**src/source/warships_config.svh**
```systemverilog
// game-wide constants: fleet size, grid address width, link depth, empty coordinate
`ifndef WARSHIPS_CONFIG_SVH
`define WARSHIPS_CONFIG_SVH

// ships each player places before the game starts
`define WS_FLEET_SIZE 10

// grid address, upper nibble row and lower nibble column
`define WS_GRID_AW 8

// register stages on the lines from the other board
`define WS_LINK_STAGES 2

// coordinate value meaning nothing selected
`define WS_NO_COORD 8'hff

`endif

```
**src/source/grid_pkg.sv**
```systemverilog
// grid types: cell coordinate vector and cell status encoding
`include "warships_config.svh"

package grid_pkg;

    // ------------------------------
    // coordinates
    // ------------------------------
    typedef logic [`WS_GRID_AW-1:0] grid_coord_t; // {row, column}

    // ------------------------------
    // cell contents
    // ------------------------------
    typedef enum logic [1:0] {
        CELL_EMPTY = 2'b00,
        CELL_SHIP  = 2'b01, // own ship, not yet hit
        CELL_MISS  = 2'b10,
        CELL_HIT   = 2'b11
    } cell_status_t;

endpackage

```
**src/source/game_pkg.sv**
```systemverilog
// game types: ship count vector and game state encoding
`include "warships_config.svh"

package game_pkg;

    typedef logic [3:0] ship_count_t; // ships still afloat

    // neighbouring states differ in one bit along the usual path
    typedef enum logic [3:0] {
        WAIT_FOR_BEGIN   = 4'b0000, // placement and start
        PUT_SHIP         = 4'b0001,
        WAIT_FOR_ENEMY   = 4'b0011,
        WAIT_FOR_SHOT    = 4'b0010,
        MEM_READ         = 4'b0110, // answering a peer shot
        MEM_CHECK        = 4'b0111,
        COMPARE_AND_SAVE = 4'b0101,
        SHOT             = 4'b0100, // our own shot
        WAIT_FOR_ANSWER  = 4'b1100,
        SAVE_RESULT      = 4'b1101,
        WIN              = 4'b1111,
        LOSE             = 4'b1110
    } game_state_t;

endpackage

```
**src/source/grid_ram.sv**
```systemverilog
// grid_ram: 256 x 2-bit cell store, registered write-first read, row sweep clear
`timescale 1ns/10ps
`include "warships_config.svh"

module grid_ram import grid_pkg::*; (
    input  logic         clk,
    input  logic         rst,
    input  grid_coord_t  addr,
    input  cell_status_t wdata,
    input  logic         we,
    output cell_status_t rdata
);

    localparam int COL_W = `WS_GRID_AW / 2;
    localparam int ROW_W = `WS_GRID_AW - COL_W;

    cell_status_t     mem [1 << ROW_W][1 << COL_W];
    logic [ROW_W-1:0] sweep_row; // row being cleared
    logic             clearing;

    // sweep runs for one row per cycle once reset is released
    always_ff @(posedge clk) begin
        if (rst) begin
            clearing  <= 1'b1;
            sweep_row <= '0;
        end else if (clearing) begin
            sweep_row <= sweep_row + 1'b1;
            if (&sweep_row) begin
                clearing <= 1'b0; // last row done
            end
        end
    end

    always_ff @(posedge clk) begin
        if (clearing) begin
            for (int c = 0; c < (1 << COL_W); c++) begin
                mem[sweep_row][c] <= CELL_EMPTY;
            end
        end else if (we) begin
            mem[addr[`WS_GRID_AW-1:COL_W]][addr[COL_W-1:0]] <= wdata;
        end
    end

    // new data is seen on the read port in the write cycle
    always_ff @(posedge clk) begin
        if (we) begin
            rdata <= wdata;
        end else begin
            rdata <= mem[addr[`WS_GRID_AW-1:COL_W]][addr[COL_W-1:0]];
        end
    end

    // controller must stay off the store until the sweep has finished
    a_no_write_in_sweep: assert property (@(posedge clk) disable iff (rst) clearing |-> !we)
        else $error("grid write while clear sweep is running");

endmodule

```
**src/source/peer_link.sv**
```systemverilog
// peer_link: register chain for ready, hit and coordinate lines from the other board
`timescale 1ns/10ps
`include "warships_config.svh"

module peer_link import grid_pkg::*; (
    input  logic        clk,
    input  logic        rst,
    input  logic        ready_in,
    input  logic        hit_in,
    input  grid_coord_t cords_in,
    output logic        peer_ready,
    output logic        peer_hit,
    output grid_coord_t peer_cords
);

    localparam int STAGES = `WS_LINK_STAGES;

    logic [STAGES-1:0] ready_q;
    logic [STAGES-1:0] hit_q;
    grid_coord_t       cords_q [STAGES];

    // handshake lines, cleared so nothing looks valid after reset
    always_ff @(posedge clk) begin
        if (rst) begin
            ready_q <= '0;
            hit_q   <= '0;
        end else begin
            ready_q[0] <= ready_in;
            hit_q[0]   <= hit_in;
            for (int i = 1; i < STAGES; i++) begin
                ready_q[i] <= ready_q[i-1];
                hit_q[i]   <= hit_q[i-1];
            end
        end
    end

    always_ff @(posedge clk) begin
        cords_q[0] <= cords_in; // coordinates only matter while ready is high
        for (int i = 1; i < STAGES; i++) begin
            cords_q[i] <= cords_q[i-1];
        end
    end

    assign peer_ready = ready_q[STAGES-1];
    assign peer_hit   = hit_q[STAGES-1];
    assign peer_cords = cords_q[STAGES-1];

endmodule

```
**src/source/main_fsm.sv**
```systemverilog
// game control FSM with placement, turn exchange, ship counts and win/lose
`timescale 1ns/10ps
`include "warships_config.svh"

module main_fsm import grid_pkg::*, game_pkg::*; (
    input  logic         clk,
    input  logic         rst,
    input  logic         start_btn,
    input  grid_coord_t  my_grid_cords,
    input  grid_coord_t  en_grid_cords,
    input  logic         peer_ready,
    input  logic         peer_hit,
    input  grid_coord_t  peer_cords,
    input  cell_status_t my_rdata,
    input  cell_status_t en_rdata,
    output logic         start_btn_en,
    output grid_coord_t  my_addr,
    output cell_status_t my_wdata,
    output logic         my_we,
    output grid_coord_t  en_addr,
    output cell_status_t en_wdata,
    output logic         en_we,
    output logic         ready1,
    output logic         hit1,
    output grid_coord_t  ship_cords_out,
    output ship_count_t  my_ctr,
    output ship_count_t  en_ctr,
    output game_state_t  state_out
);

    localparam ship_count_t FLEET = ship_count_t'(`WS_FLEET_SIZE);

    game_state_t  state, state_nxt;
    ship_count_t  my_ctr_nxt, en_ctr_nxt;
    logic         ready1_nxt, hit1_nxt, start_btn_en_nxt;
    logic         my_we_nxt, en_we_nxt;
    grid_coord_t  my_addr_nxt, en_addr_nxt, ship_cords_out_nxt;
    cell_status_t my_wdata_nxt, en_wdata_nxt;

    logic place_valid, start_ok, target_valid, own_hit;

    assign place_valid  = (my_grid_cords != `WS_NO_COORD) && (my_ctr != '0);
    assign start_ok     = start_btn && (my_ctr == '0); // whole fleet placed
    assign target_valid = en_grid_cords != `WS_NO_COORD;
    assign own_hit      = (my_rdata == CELL_SHIP) || (my_rdata == CELL_HIT);

    assign state_out = state;

    // ------------------------------
    // next state
    // ------------------------------
    always_comb begin
        state_nxt = state;
        case (state)
            WAIT_FOR_BEGIN: begin
                if (place_valid) begin
                    state_nxt = PUT_SHIP;
                end else if (start_ok) begin
                    // idle peer means we fire first
                    state_nxt = peer_ready ? WAIT_FOR_ENEMY : WAIT_FOR_SHOT;
                end
            end
            PUT_SHIP:         state_nxt = WAIT_FOR_BEGIN;
            WAIT_FOR_ENEMY: begin
                if (en_ctr == '0) begin
                    state_nxt = WIN;
                end else if (my_ctr == '0) begin
                    state_nxt = LOSE;
                end else if (peer_hit && peer_ready) begin
                    state_nxt = MEM_READ; // incoming shot
                end
            end
            WAIT_FOR_SHOT:    state_nxt = target_valid ? SHOT : WAIT_FOR_SHOT;
            MEM_READ:         state_nxt = MEM_CHECK;
            MEM_CHECK:        state_nxt = COMPARE_AND_SAVE;
            COMPARE_AND_SAVE: state_nxt = peer_ready ? WAIT_FOR_SHOT : COMPARE_AND_SAVE;
            SHOT:             state_nxt = WAIT_FOR_ANSWER;
            WAIT_FOR_ANSWER:  state_nxt = peer_ready ? SAVE_RESULT : WAIT_FOR_ANSWER;
            SAVE_RESULT:      state_nxt = peer_ready ? WAIT_FOR_ENEMY : SAVE_RESULT;
            WIN, LOSE:        state_nxt = state; // game over
            default:          state_nxt = WAIT_FOR_BEGIN;
        endcase
    end

    // ------------------------------
    // output decode
    // ------------------------------
    always_comb begin
        my_ctr_nxt         = my_ctr;
        en_ctr_nxt         = en_ctr;
        ready1_nxt         = ready1;
        hit1_nxt           = hit1;
        start_btn_en_nxt   = start_btn_en;
        my_we_nxt          = my_we;
        en_we_nxt          = en_we;
        my_addr_nxt        = my_addr;
        en_addr_nxt        = en_addr;
        my_wdata_nxt       = my_wdata;
        en_wdata_nxt       = en_wdata;
        ship_cords_out_nxt = ship_cords_out;
        case (state)
            WAIT_FOR_BEGIN: begin
                if (place_valid) begin
                    my_ctr_nxt   = my_ctr - 1'b1;
                    my_we_nxt    = 1'b1;
                    my_addr_nxt  = my_grid_cords;
                    my_wdata_nxt = CELL_SHIP;
                end else if (start_ok) begin
                    ready1_nxt       = 1'b1;
                    hit1_nxt         = 1'b0;
                    my_ctr_nxt       = FLEET; // now counts ships left afloat
                    en_ctr_nxt       = FLEET;
                    start_btn_en_nxt = 1'b0;
                end else begin
                    ready1_nxt = 1'b0;
                end
            end
            PUT_SHIP: begin
                ready1_nxt = 1'b0;
                my_we_nxt  = 1'b0;
            end
            WAIT_FOR_ENEMY: begin
                if (en_ctr == '0 || my_ctr == '0) begin
                    ready1_nxt = ready1; // outputs frozen at the end
                end else if (peer_hit && peer_ready) begin
                    my_addr_nxt = peer_cords; // look up the targeted cell
                    my_we_nxt   = 1'b0;
                    ready1_nxt  = 1'b0;
                end else begin
                    ready1_nxt = 1'b1;
                    hit1_nxt   = 1'b0;
                end
            end
            WAIT_FOR_SHOT: begin
                ready1_nxt = 1'b1;
                hit1_nxt   = target_valid;
                if (target_valid) begin
                    ship_cords_out_nxt = en_grid_cords;
                end
            end
            MEM_READ:         ready1_nxt = 1'b0; // read data lands next edge
            MEM_CHECK: begin
                ready1_nxt   = 1'b1;
                hit1_nxt     = own_hit;
                my_addr_nxt  = peer_cords;
                my_we_nxt    = 1'b1;
                my_wdata_nxt = own_hit ? CELL_HIT : CELL_MISS;
                if (own_hit) begin
                    my_ctr_nxt = my_ctr - 1'b1;
                end
            end
            COMPARE_AND_SAVE: begin
                ready1_nxt = 1'b1;
                my_we_nxt  = 1'b0;
                if (peer_ready) begin
                    hit1_nxt = 1'b0; // answer taken
                end
            end
            SHOT: begin
                ready1_nxt = 1'b1;
                hit1_nxt   = 1'b1;
            end
            WAIT_FOR_ANSWER: begin
                if (peer_ready) begin
                    ready1_nxt   = 1'b1;
                    en_addr_nxt  = peer_cords; // echoed target
                    en_we_nxt    = 1'b1;
                    en_wdata_nxt = peer_hit ? CELL_HIT : CELL_MISS;
                    if (peer_hit) begin
                        en_ctr_nxt = en_ctr - 1'b1;
                    end
                end
            end
            SAVE_RESULT: begin
                if (peer_ready) begin
                    ready1_nxt = 1'b1;
                    hit1_nxt   = 1'b0;
                    en_we_nxt  = 1'b0;
                end
            end
            default: ready1_nxt = ready1;
        endcase
    end

    // ------------------------------
    // registers
    // ------------------------------
    always_ff @(posedge clk) begin
        if (rst) begin
            state        <= WAIT_FOR_BEGIN;
            my_ctr       <= FLEET;
            en_ctr       <= FLEET;
            ready1       <= 1'b0;
            hit1         <= 1'b0;
            start_btn_en <= 1'b1;
            my_we        <= 1'b0;
            en_we        <= 1'b0;
        end else begin
            state        <= state_nxt;
            my_ctr       <= my_ctr_nxt;
            en_ctr       <= en_ctr_nxt;
            ready1       <= ready1_nxt;
            hit1         <= hit1_nxt;
            start_btn_en <= start_btn_en_nxt;
            my_we        <= my_we_nxt;
            en_we        <= en_we_nxt;
        end
    end

    always_ff @(posedge clk) begin
        my_addr        <= my_addr_nxt;
        en_addr        <= en_addr_nxt;
        my_wdata       <= my_wdata_nxt;
        en_wdata       <= en_wdata_nxt;
        ship_cords_out <= ship_cords_out_nxt;
    end

    a_my_ctr_range: assert property (@(posedge clk) disable iff (rst) my_ctr <= FLEET)
        else $error("own ship count above fleet size");
    a_one_writer: assert property (@(posedge clk) disable iff (rst) !(my_we && en_we))
        else $error("both grid stores written in one cycle");

endmodule

```
**src/source/warships_top.sv**
```systemverilog
// warships_top: peer link, game control and the own and enemy grid stores
`timescale 1ns/10ps
`include "warships_config.svh"

module warships_top import grid_pkg::*, game_pkg::*; (
    input  logic        clk,
    input  logic        rst,
    input  logic        start_btn,
    input  grid_coord_t my_grid_cords,  // placement
    input  grid_coord_t en_grid_cords,  // target
    input  logic        ready2,
    input  logic        hit2,
    input  grid_coord_t ship_cords_in,
    output logic        start_btn_en,
    output ship_count_t my_ctr,
    output ship_count_t en_ctr,
    output game_state_t state_out,
    output logic        ready1,
    output logic        hit1,
    output grid_coord_t ship_cords_out
);

    logic         peer_ready, peer_hit;
    grid_coord_t  peer_cords;
    grid_coord_t  my_addr, en_addr;
    cell_status_t my_wdata, en_wdata, my_rdata, en_rdata;
    logic         my_we, en_we;

    // ------------------------------
    // other board
    // ------------------------------
    peer_link u_peer_link (
        .clk        (clk),
        .rst        (rst),
        .ready_in   (ready2),
        .hit_in     (hit2),
        .cords_in   (ship_cords_in),
        .peer_ready (peer_ready),
        .peer_hit   (peer_hit),
        .peer_cords (peer_cords)
    );

    main_fsm u_main_fsm (
        .clk            (clk),
        .rst            (rst),
        .start_btn      (start_btn),
        .my_grid_cords  (my_grid_cords),
        .en_grid_cords  (en_grid_cords),
        .peer_ready     (peer_ready),
        .peer_hit       (peer_hit),
        .peer_cords     (peer_cords),
        .my_rdata       (my_rdata),
        .en_rdata       (en_rdata),
        .start_btn_en   (start_btn_en),
        .my_addr        (my_addr),
        .my_wdata       (my_wdata),
        .my_we          (my_we),
        .en_addr        (en_addr),
        .en_wdata       (en_wdata),
        .en_we          (en_we),
        .ready1         (ready1),
        .hit1           (hit1),
        .ship_cords_out (ship_cords_out),
        .my_ctr         (my_ctr),
        .en_ctr         (en_ctr),
        .state_out      (state_out)
    );

    // ------------------------------
    // grids, both swept clear by rst
    // ------------------------------
    grid_ram u_my_grid (
        .clk   (clk),
        .rst   (rst),
        .addr  (my_addr),
        .wdata (my_wdata),
        .we    (my_we),
        .rdata (my_rdata)
    );

    grid_ram u_en_grid (
        .clk   (clk),
        .rst   (rst),
        .addr  (en_addr),
        .wdata (en_wdata),
        .we    (en_we),
        .rdata (en_rdata)
    );

endmodule

```
**config.mk**
```make
export PLATFORM = sky130hd
export DESIGN_NAME = warships_top
export DESIGN_NICKNAME = d
export VERILOG_FILES = /design/src/source/grid_pkg.sv /design/src/source/game_pkg.sv /design/src/source/grid_ram.sv /design/src/source/peer_link.sv /design/src/source/main_fsm.sv /design/src/source/warships_top.sv
export VERILOG_INCLUDE_DIRS = /design/src /design/src/source
export SDC_FILE = /design/constraint.sdc
export NUM_CORES = 1
export LEC_CHECK = 0
export ABC_CLOCK_PERIOD_IN_PS = 6100
export BUFFER_PORTS_ARGS = -buffer_cell sky130_fd_sc_hd__buf_2
export CAP_MARGIN = 0
export CORE_MARGIN = 2
export CORE_UTILIZATION = 58
export CTS_BUF_LIST = sky130_fd_sc_hd__clkbuf_4 sky130_fd_sc_hd__clkbuf_8 sky130_fd_sc_hd__clkbuf_16
export CTS_CLUSTER_DIAMETER = 50
export DETAILED_ROUTE_END_ITERATION = 10
export PLACE_DENSITY = 0.72
export SETUP_SLACK_MARGIN = 0.2
export SLEW_MARGIN = 10
export SYNTH_ARGS = -nofsm -noshare
export SYNTH_HDL_FRONTEND = slang
export SYNTH_SLANG_ARGS = --single-unit
```
**constraint.sdc**
```tcl
create_clock -name clk -period 6.1 [get_ports clk]
set_input_delay 0.915 -clock clk [delete_from_list [all_inputs] [get_ports clk]]
set_output_delay 0.915 -clock clk [all_outputs]
set_load 0.02 [all_outputs]
```
After elaboration in Yosys (flattened, before gate mapping)
Memories as Yosys holds them, arrays and structs flattened. A register that Yosys moved wholly into a read port is not among the register bits.
Cells that the tools add are included.
Widths: inputs -> output; s select.
{ "classes": {"n_reduce_logical": 34, "n_lt_le_gt_ge": 2, "eq_ne": 28, "muxes": 59, "bitwise": 3, "add_sub_neg": 3} }
{ "ops": {"columns": ["operator", "n"], "rows": [
  ["$mux 32", 3],
  ["$mux 4", 14],
  ["$pmux 4 s10", 1],
  ["$reduce_or 32->1", 1],
  ["$mux 8", 3],
  ["$pmux 8 s3", 1],
  ["$mux 1", 22],
  ["$eq 4x3->1 const B", 4],
  ["$eq 4x4->1 const B", 4],
  ["$ne 8x8->1 const B", 2],
  ["$pmux 4 s2", 2],
  ["$reduce_and 4->1", 4],
  ["$logic_not 4->1", 3],
  ["$ne 2x1->1 const B", 6],
  ["$mux 2", 5],
  ["$ne 2x2->1 const B", 5],
  ["$reduce_or 2->1", 5],
  ["$reduce_and 3->1", 3],
  ["$bmux 2 s4", 1],
  ["$demux 2 s4", 1],
  ["$eq 4x2->1 const B", 2],
  ["$reduce_bool 4->1", 2],
  ["$sub 4x1->4 const B", 2],
  ["$mux 3", 2],
  ["other kinds (24)", 31]
]} }
{ "totals": {"mem_bits_rw": 528, "out_inout_bits": 23, "memories": 2, "word_cells": 146, "inputBits": 29, "reg_bits": 45} }
{ "memory_table": {"columns": ["name", "depth", "width", "read_ports", "rd_clocked_by_memory_dff", "wr", "line_no", "source"], "rows": [
  ["u_my_grid.mem", 16, 32, 1, 1, 1, "grid_ram.sv:17", "cell_status_t mem [1 << ROW_W][1 << COL_W];"],
  ["u_peer_link.cords_q", 2, 8, 2, 0, 2, "peer_link.sv:20", "grid_coord_t cords_q [STAGES];"]
]} }

Longest topological paths before layout
{ "logic_depth": {"depth_word": 8, "ltp_mapped": 12, "mapped_depth_nobuf": 9} }

Cells and area by module
A second synthesis with hierarchy kept.
{ "hier_totals": {"hier_cells": 2786, "hier_area_um2": 45807.7} }
{ "by_module_without_submodules": {"columns": ["module", "area_per_inst_um2", "n_inst", "seq_area_each_um2", "cells_each"], "rows": [
  ["grid_ram (u_my_grid)", 21654.5, 1, 15514.9, 1253],
  ["grid_ram (u_en_grid)", 21475.6, 1, 15514.9, 1289],
  ["main_fsm", 2192.1, 1, 1151.1, 212],
  ["peer_link", 485.5, 1, 400.4, 32]
]} }

Least setup slack after synthesis
Ideal clock, no wire load.
{ "synth_path": {"path_type": "flip-flop to flip-flop", "from": "reg u_main_fsm.my_we", "to": "mem u_my_grid.mem[0][0] (netlist bit), data pin", "setup_time_ps": 869, "slack_ps": 1048, "t_required_ps": 5231, "arrival_ps": 4183, "path_stages_with_launch": 5, "n_path_buf": 2, "synth_period_minus_slack_ps": 5052, "cell_sequence": "dfxtp_1 -> clkbuf_1 -> nor2b_1 -> clkbuf_1 -> and2_1"} }
{ "synth_via": {"elab_chain_len": 5} }
{ "synth_rtl": {"columns": ["element", "line_no", "source"], "rows": [
  ["start: declaration", "main_fsm.sv:19", "output logic my_we,"],
  ["start signal: assignment", "main_fsm.sv:205", "my_we <= my_we_nxt;"],
  ["$mux 1", "grid_ram.sv:39", "end else if (we) begin"],
  ["$mux 1", "grid_ram.sv:35", "if (clearing) begin"],
  ["$mux 32", "grid_ram.sv:40", "mem[addr[`WS_GRID_AW-1:COL_W]][addr[COL_W-1:0]] <= wdata;"],
  ["$reduce_or 32->1 (no line)", null, null],
  ["$mux 32 (no line)", null, null],
  ["end: declaration", "grid_ram.sv:17", null]
]} }
No other way between the ends.

Worst setup path in the final report
{ "layout_path": {"from": "reg u_my_grid.clearing", "to": "mem u_my_grid.mem[0][24] (netlist bit), enable pin"} }
{ "layout_via": {"elab_chain_len": 4, "elab_cells_between_ends": 7, "classes_between": "mux: 6; reduce/logical: 1"} }
{ "layout_rtl": {"columns": ["element", "line_no", "source"], "rows": [
  ["start: declaration", "grid_ram.sv:19", "logic clearing;"],
  ["start signal: assignment", "grid_ram.sv:24", "clearing <= 1'b1;"],
  ["start signal: assignment", "grid_ram.sv:29", "clearing <= 1'b0;"],
  ["$mux 1", "grid_ram.sv:35", null],
  ["$mux 32", "grid_ram.sv:40", null],
  ["$reduce_or 32->1 (no line)", null, null],
  ["$mux 4 (no line) or $mux 32 (tied branches)", null, null]
]} }
Parallel ways exist; a longest one is shown, timed or not.

==> impl_metrics.env <==
export IMPL_fmax_mhz=315
export IMPL_syn_area_um2=14100
export IMPL_holdBufCountCts=0
export IMPL_drc=0
export IMPL_cts_sinks=319
export IMPL_finalNetCount=1110
export IMPL_finalMaxSlewViolations=0
export IMPL_endpoint_kind="flop"
export IMPL_tightest_slew_ns=1.18
export IMPL_synth_seq_cells=319
export IMPL_initial_core_util=0.587
export IMPL_cts_resized=0
export IMPL_holdWs_ns=0.325
export IMPL_ys_flop_type="edfxtp_1"
export IMPL_cap_viol_max_count=0
export IMPL_synthArstFlopShare=0
export IMPL_synth_common_cells="nor2_1, edfxtp_1, clkbuf_1"
export IMPL_synth_fp_nets=1101
export IMPL_cts_tree="done"
export IMPL_fin_tns_setup_ns=0
export IMPL_numCtsBuffers=34
export IMPL_power_density_nw_per_um2=361
export IMPL_ys_seq_area_frac=0.645
export IMPL_clockBufferDepth=3
export IMPL_post_dp_hpwl_um=17700
export IMPL_area_growth_synth_to_final_pct=9.94
export IMPL_cts_setup_buffers=0
export IMPL_synth_most_common_cell="nor2_1"
export IMPL_fp_dieH_um=160
export IMPL_cts_htree_levels=2
export IMPL_status="complete, no violations"
export IMPL_grt_pass1_vias=8582
export IMPL_synth_avg_cell_area_um2=13.3
export IMPL_first_pass_iters=6
export IMPL_p_total_uw=5620
export IMPL_worstPathCellList="nor2b_1 > o31ai_1 > nand2_1 > nor2_1"
export IMPL_grt_max_degree=101
export IMPL_maxSlewHeadroom=0.211
export IMPL_die_area_um2=25600
export IMPL_p_leak_uw=0.00585
export IMPL_root_buffer="clkbuf_16"
export IMPL_setup_viol=0
export IMPL_wl_per_cell_um=22.0
export IMPL_rows=57
export IMPL_critPathKind="flop to flop"
export IMPL_synth_top_area_share=0.580
export IMPL_skew_ns=0.0101
export IMPL_hold_viol_final=0
export IMPL_synth_warnings=0
export IMPL_dr_first_iter_drc_count=1007
export IMPL_clk_latency_ns=0.51
export IMPL_antenna_found_initial=0
export IMPL_ios=52
export IMPL_viasPerCell=6.16
export IMPL_drive_above_1_share=0.177
export IMPL_ant_nets=0
export IMPL_crit_slowest_cell="dfxtp_1"
export IMPL_hold_path_class="flop to flop"
export IMPL_grtUsageTotal=0.249
export IMPL_ir_drop_mv=0.254
export IMPL_synth_cells=1067
export IMPL_route_vias_total=8790
export IMPL_coreArea_um2=24100
export IMPL_numPortBuffers=51
export IMPL_clk_pin_slew_ns=0.06
export IMPL_synth_top_area_cell="edfxtp_1"
export IMPL_start_kind="flop"
export IMPL_slowest_delay_ns=0.91
export IMPL_antenna_cells=0
export IMPL_finalWeightedCongestion=0.804
export IMPL_period_needed_ns=3.17
export IMPL_synth_area_top_cells="edfxtp_1, nor2_1, mux4_2, dfxtp_1, mux4_1"
export IMPL_grt_setup_unrepaired="no"
export IMPL_synth_cell_type_count=63
export IMPL_chipWidth_um=160
export IMPL_grt_first_pass_wirelength_um=48600
export IMPL_wl_um=31300
export IMPL_fin_crit_sh=0.520
export IMPL_cp_max_fo=23
export IMPL_synth_edf_count=273
export IMPL_grt_ovfl_total=0
export IMPL_required_ns=6.30
export IMPL_critPathArrivalTime_ns=3.37
## final timing paths
| kind | start | to | slack [ns] | depth (start not counted) |
|---|---|---|---|---|
| setup / recovery | u_my_grid.clearing | u_my_grid.mem[0][24] | 2.93 | 4 |
| hold / removal | u_peer_link.cords_q[0][3] | u_peer_link.cords_q[0][11] | 0.32 | 0 |
| setup reg to reg | u_my_grid.clearing | u_my_grid.mem[0][24] | 2.93 | 4 |
| hold reg to reg | u_peer_link.cords_q[0][3] | u_peer_link.cords_q[0][11] | 0.32 | 0 |
## sequential cells by signal, summed over array words and instances, names as in the netlist, named ones only
| signal | cells |
|---|---|
| u_main_fsm.en_ctr | 4 |
| u_main_fsm.hit1 | 1 |
| u_main_fsm.my_addr | 8 |
| u_main_fsm.my_ctr | 4 |
| u_main_fsm.my_wdata | 1 |
| u_main_fsm.my_we | 1 |
| u_main_fsm.ready1 | 1 |
| u_main_fsm.ship_cords_out | 8 |
| u_main_fsm.start_btn_en | 1 |
| u_main_fsm.state_out | 4 |
| u_my_grid.clearing | 1 |
| u_my_grid.mem | 256 |
| u_my_grid.rdata | 1 |
| u_my_grid.sweep_row | 4 |
| u_peer_link.cords_q | 16 |
| u_peer_link.hit_q | 2 |
| u_peer_link.ready_q | 2 |
## where the power goes
group / switching, uW / internal, uW / total [uW] / leakage, uW
logic: 476 / 445 / 922 / 0.00247
registers: 178 / 2450 / 2630 / 0.00280
clock network: 817 / 1250 / 2070 / 0.000578
## kinds of logic after synthesis
| kind of cell | synth area share |
|---|---|
| adder cells (fa/ha/maj) | 0.00442 |
| AND/OR/NAND/NOR | 0.128 |
| AO/OA/AOI/OAI | 0.0516 |
| XOR/XNOR | 0.00495 |
| buffers and inverters | 0.0428 |
| flip-flops | 0.645 |
| multiplexers | 0.123 |
## cell usage in the layout, fill, tap and decap left out, drive strengths merged, types with 6 or more instances in the layout
cell type / synthesis / routed
mux4: 60 / 60
a221oi: 6 / 6
edfxtp: 273 / 273
a22oi: 11 / 11
inv: 10 / 11
dfxtp: 46 / 46
mux2i: 18 / 18
clkbuf: 63 / 46
nand3: 11 / 11
nand4: 7 / 7
nor2b: 14 / 14
mux2: 13 / 13
nor2: 295 / 295
buf: 35 / 71
a21oi: 31 / 31
o21ai: 17 / 17
nand2: 49 / 49
nand2b: 8 / 8
nand3b: 9 / 9
a31oi: 8 / 8
clkinv: 2 / 14
## metal layers
metal,up-vias,GRT usage,share of wire
li1,3923,-,-
met1,4370,0.338,0.40
met2,397,0.403,0.48
met3,100,0.0491,0.083
met4,0,0.0962,0.039
met5,-,0,0
## metrics by stage
stage | instances | setup slack, ns | utilization | area [um^2]
6_report | 1426 | 2.93 | 0.645 | 15500
5_1_grt | 1426 | 2.74 | 0.645 | 15500
4_1_cts | 1426 | 2.94 | 0.645 | 15500
3_5_place_dp | 1364 | 2.94 | 0.597 | 14400
3_3_place_gp | 1364 | 2.97 | 0.597 | 14400
2_1_floorplan | 1067 | 1.05 | - | 14100
## final cells by class
cell class | count | area (um^2)
Inverter | 12 | 45.0
Fill cell | 1831 | 8560
Clock inverter | 16 | 133
Timing Repair Buffer | 71 | 405
Tap cell | 324 | 405
Multi-Input combinational cell | 638 | 4420
Sequential cell | 319 | 9120
Clock buffer | 46 | 1010
## critical path, delay by kind of cell (launching register included)
kind,cells,cell delay [ns]
simple gates,3,1.45
compound gates,1,0.49
flops,1,0.91
Note: power is estimated with default switching activity, not from simulation.
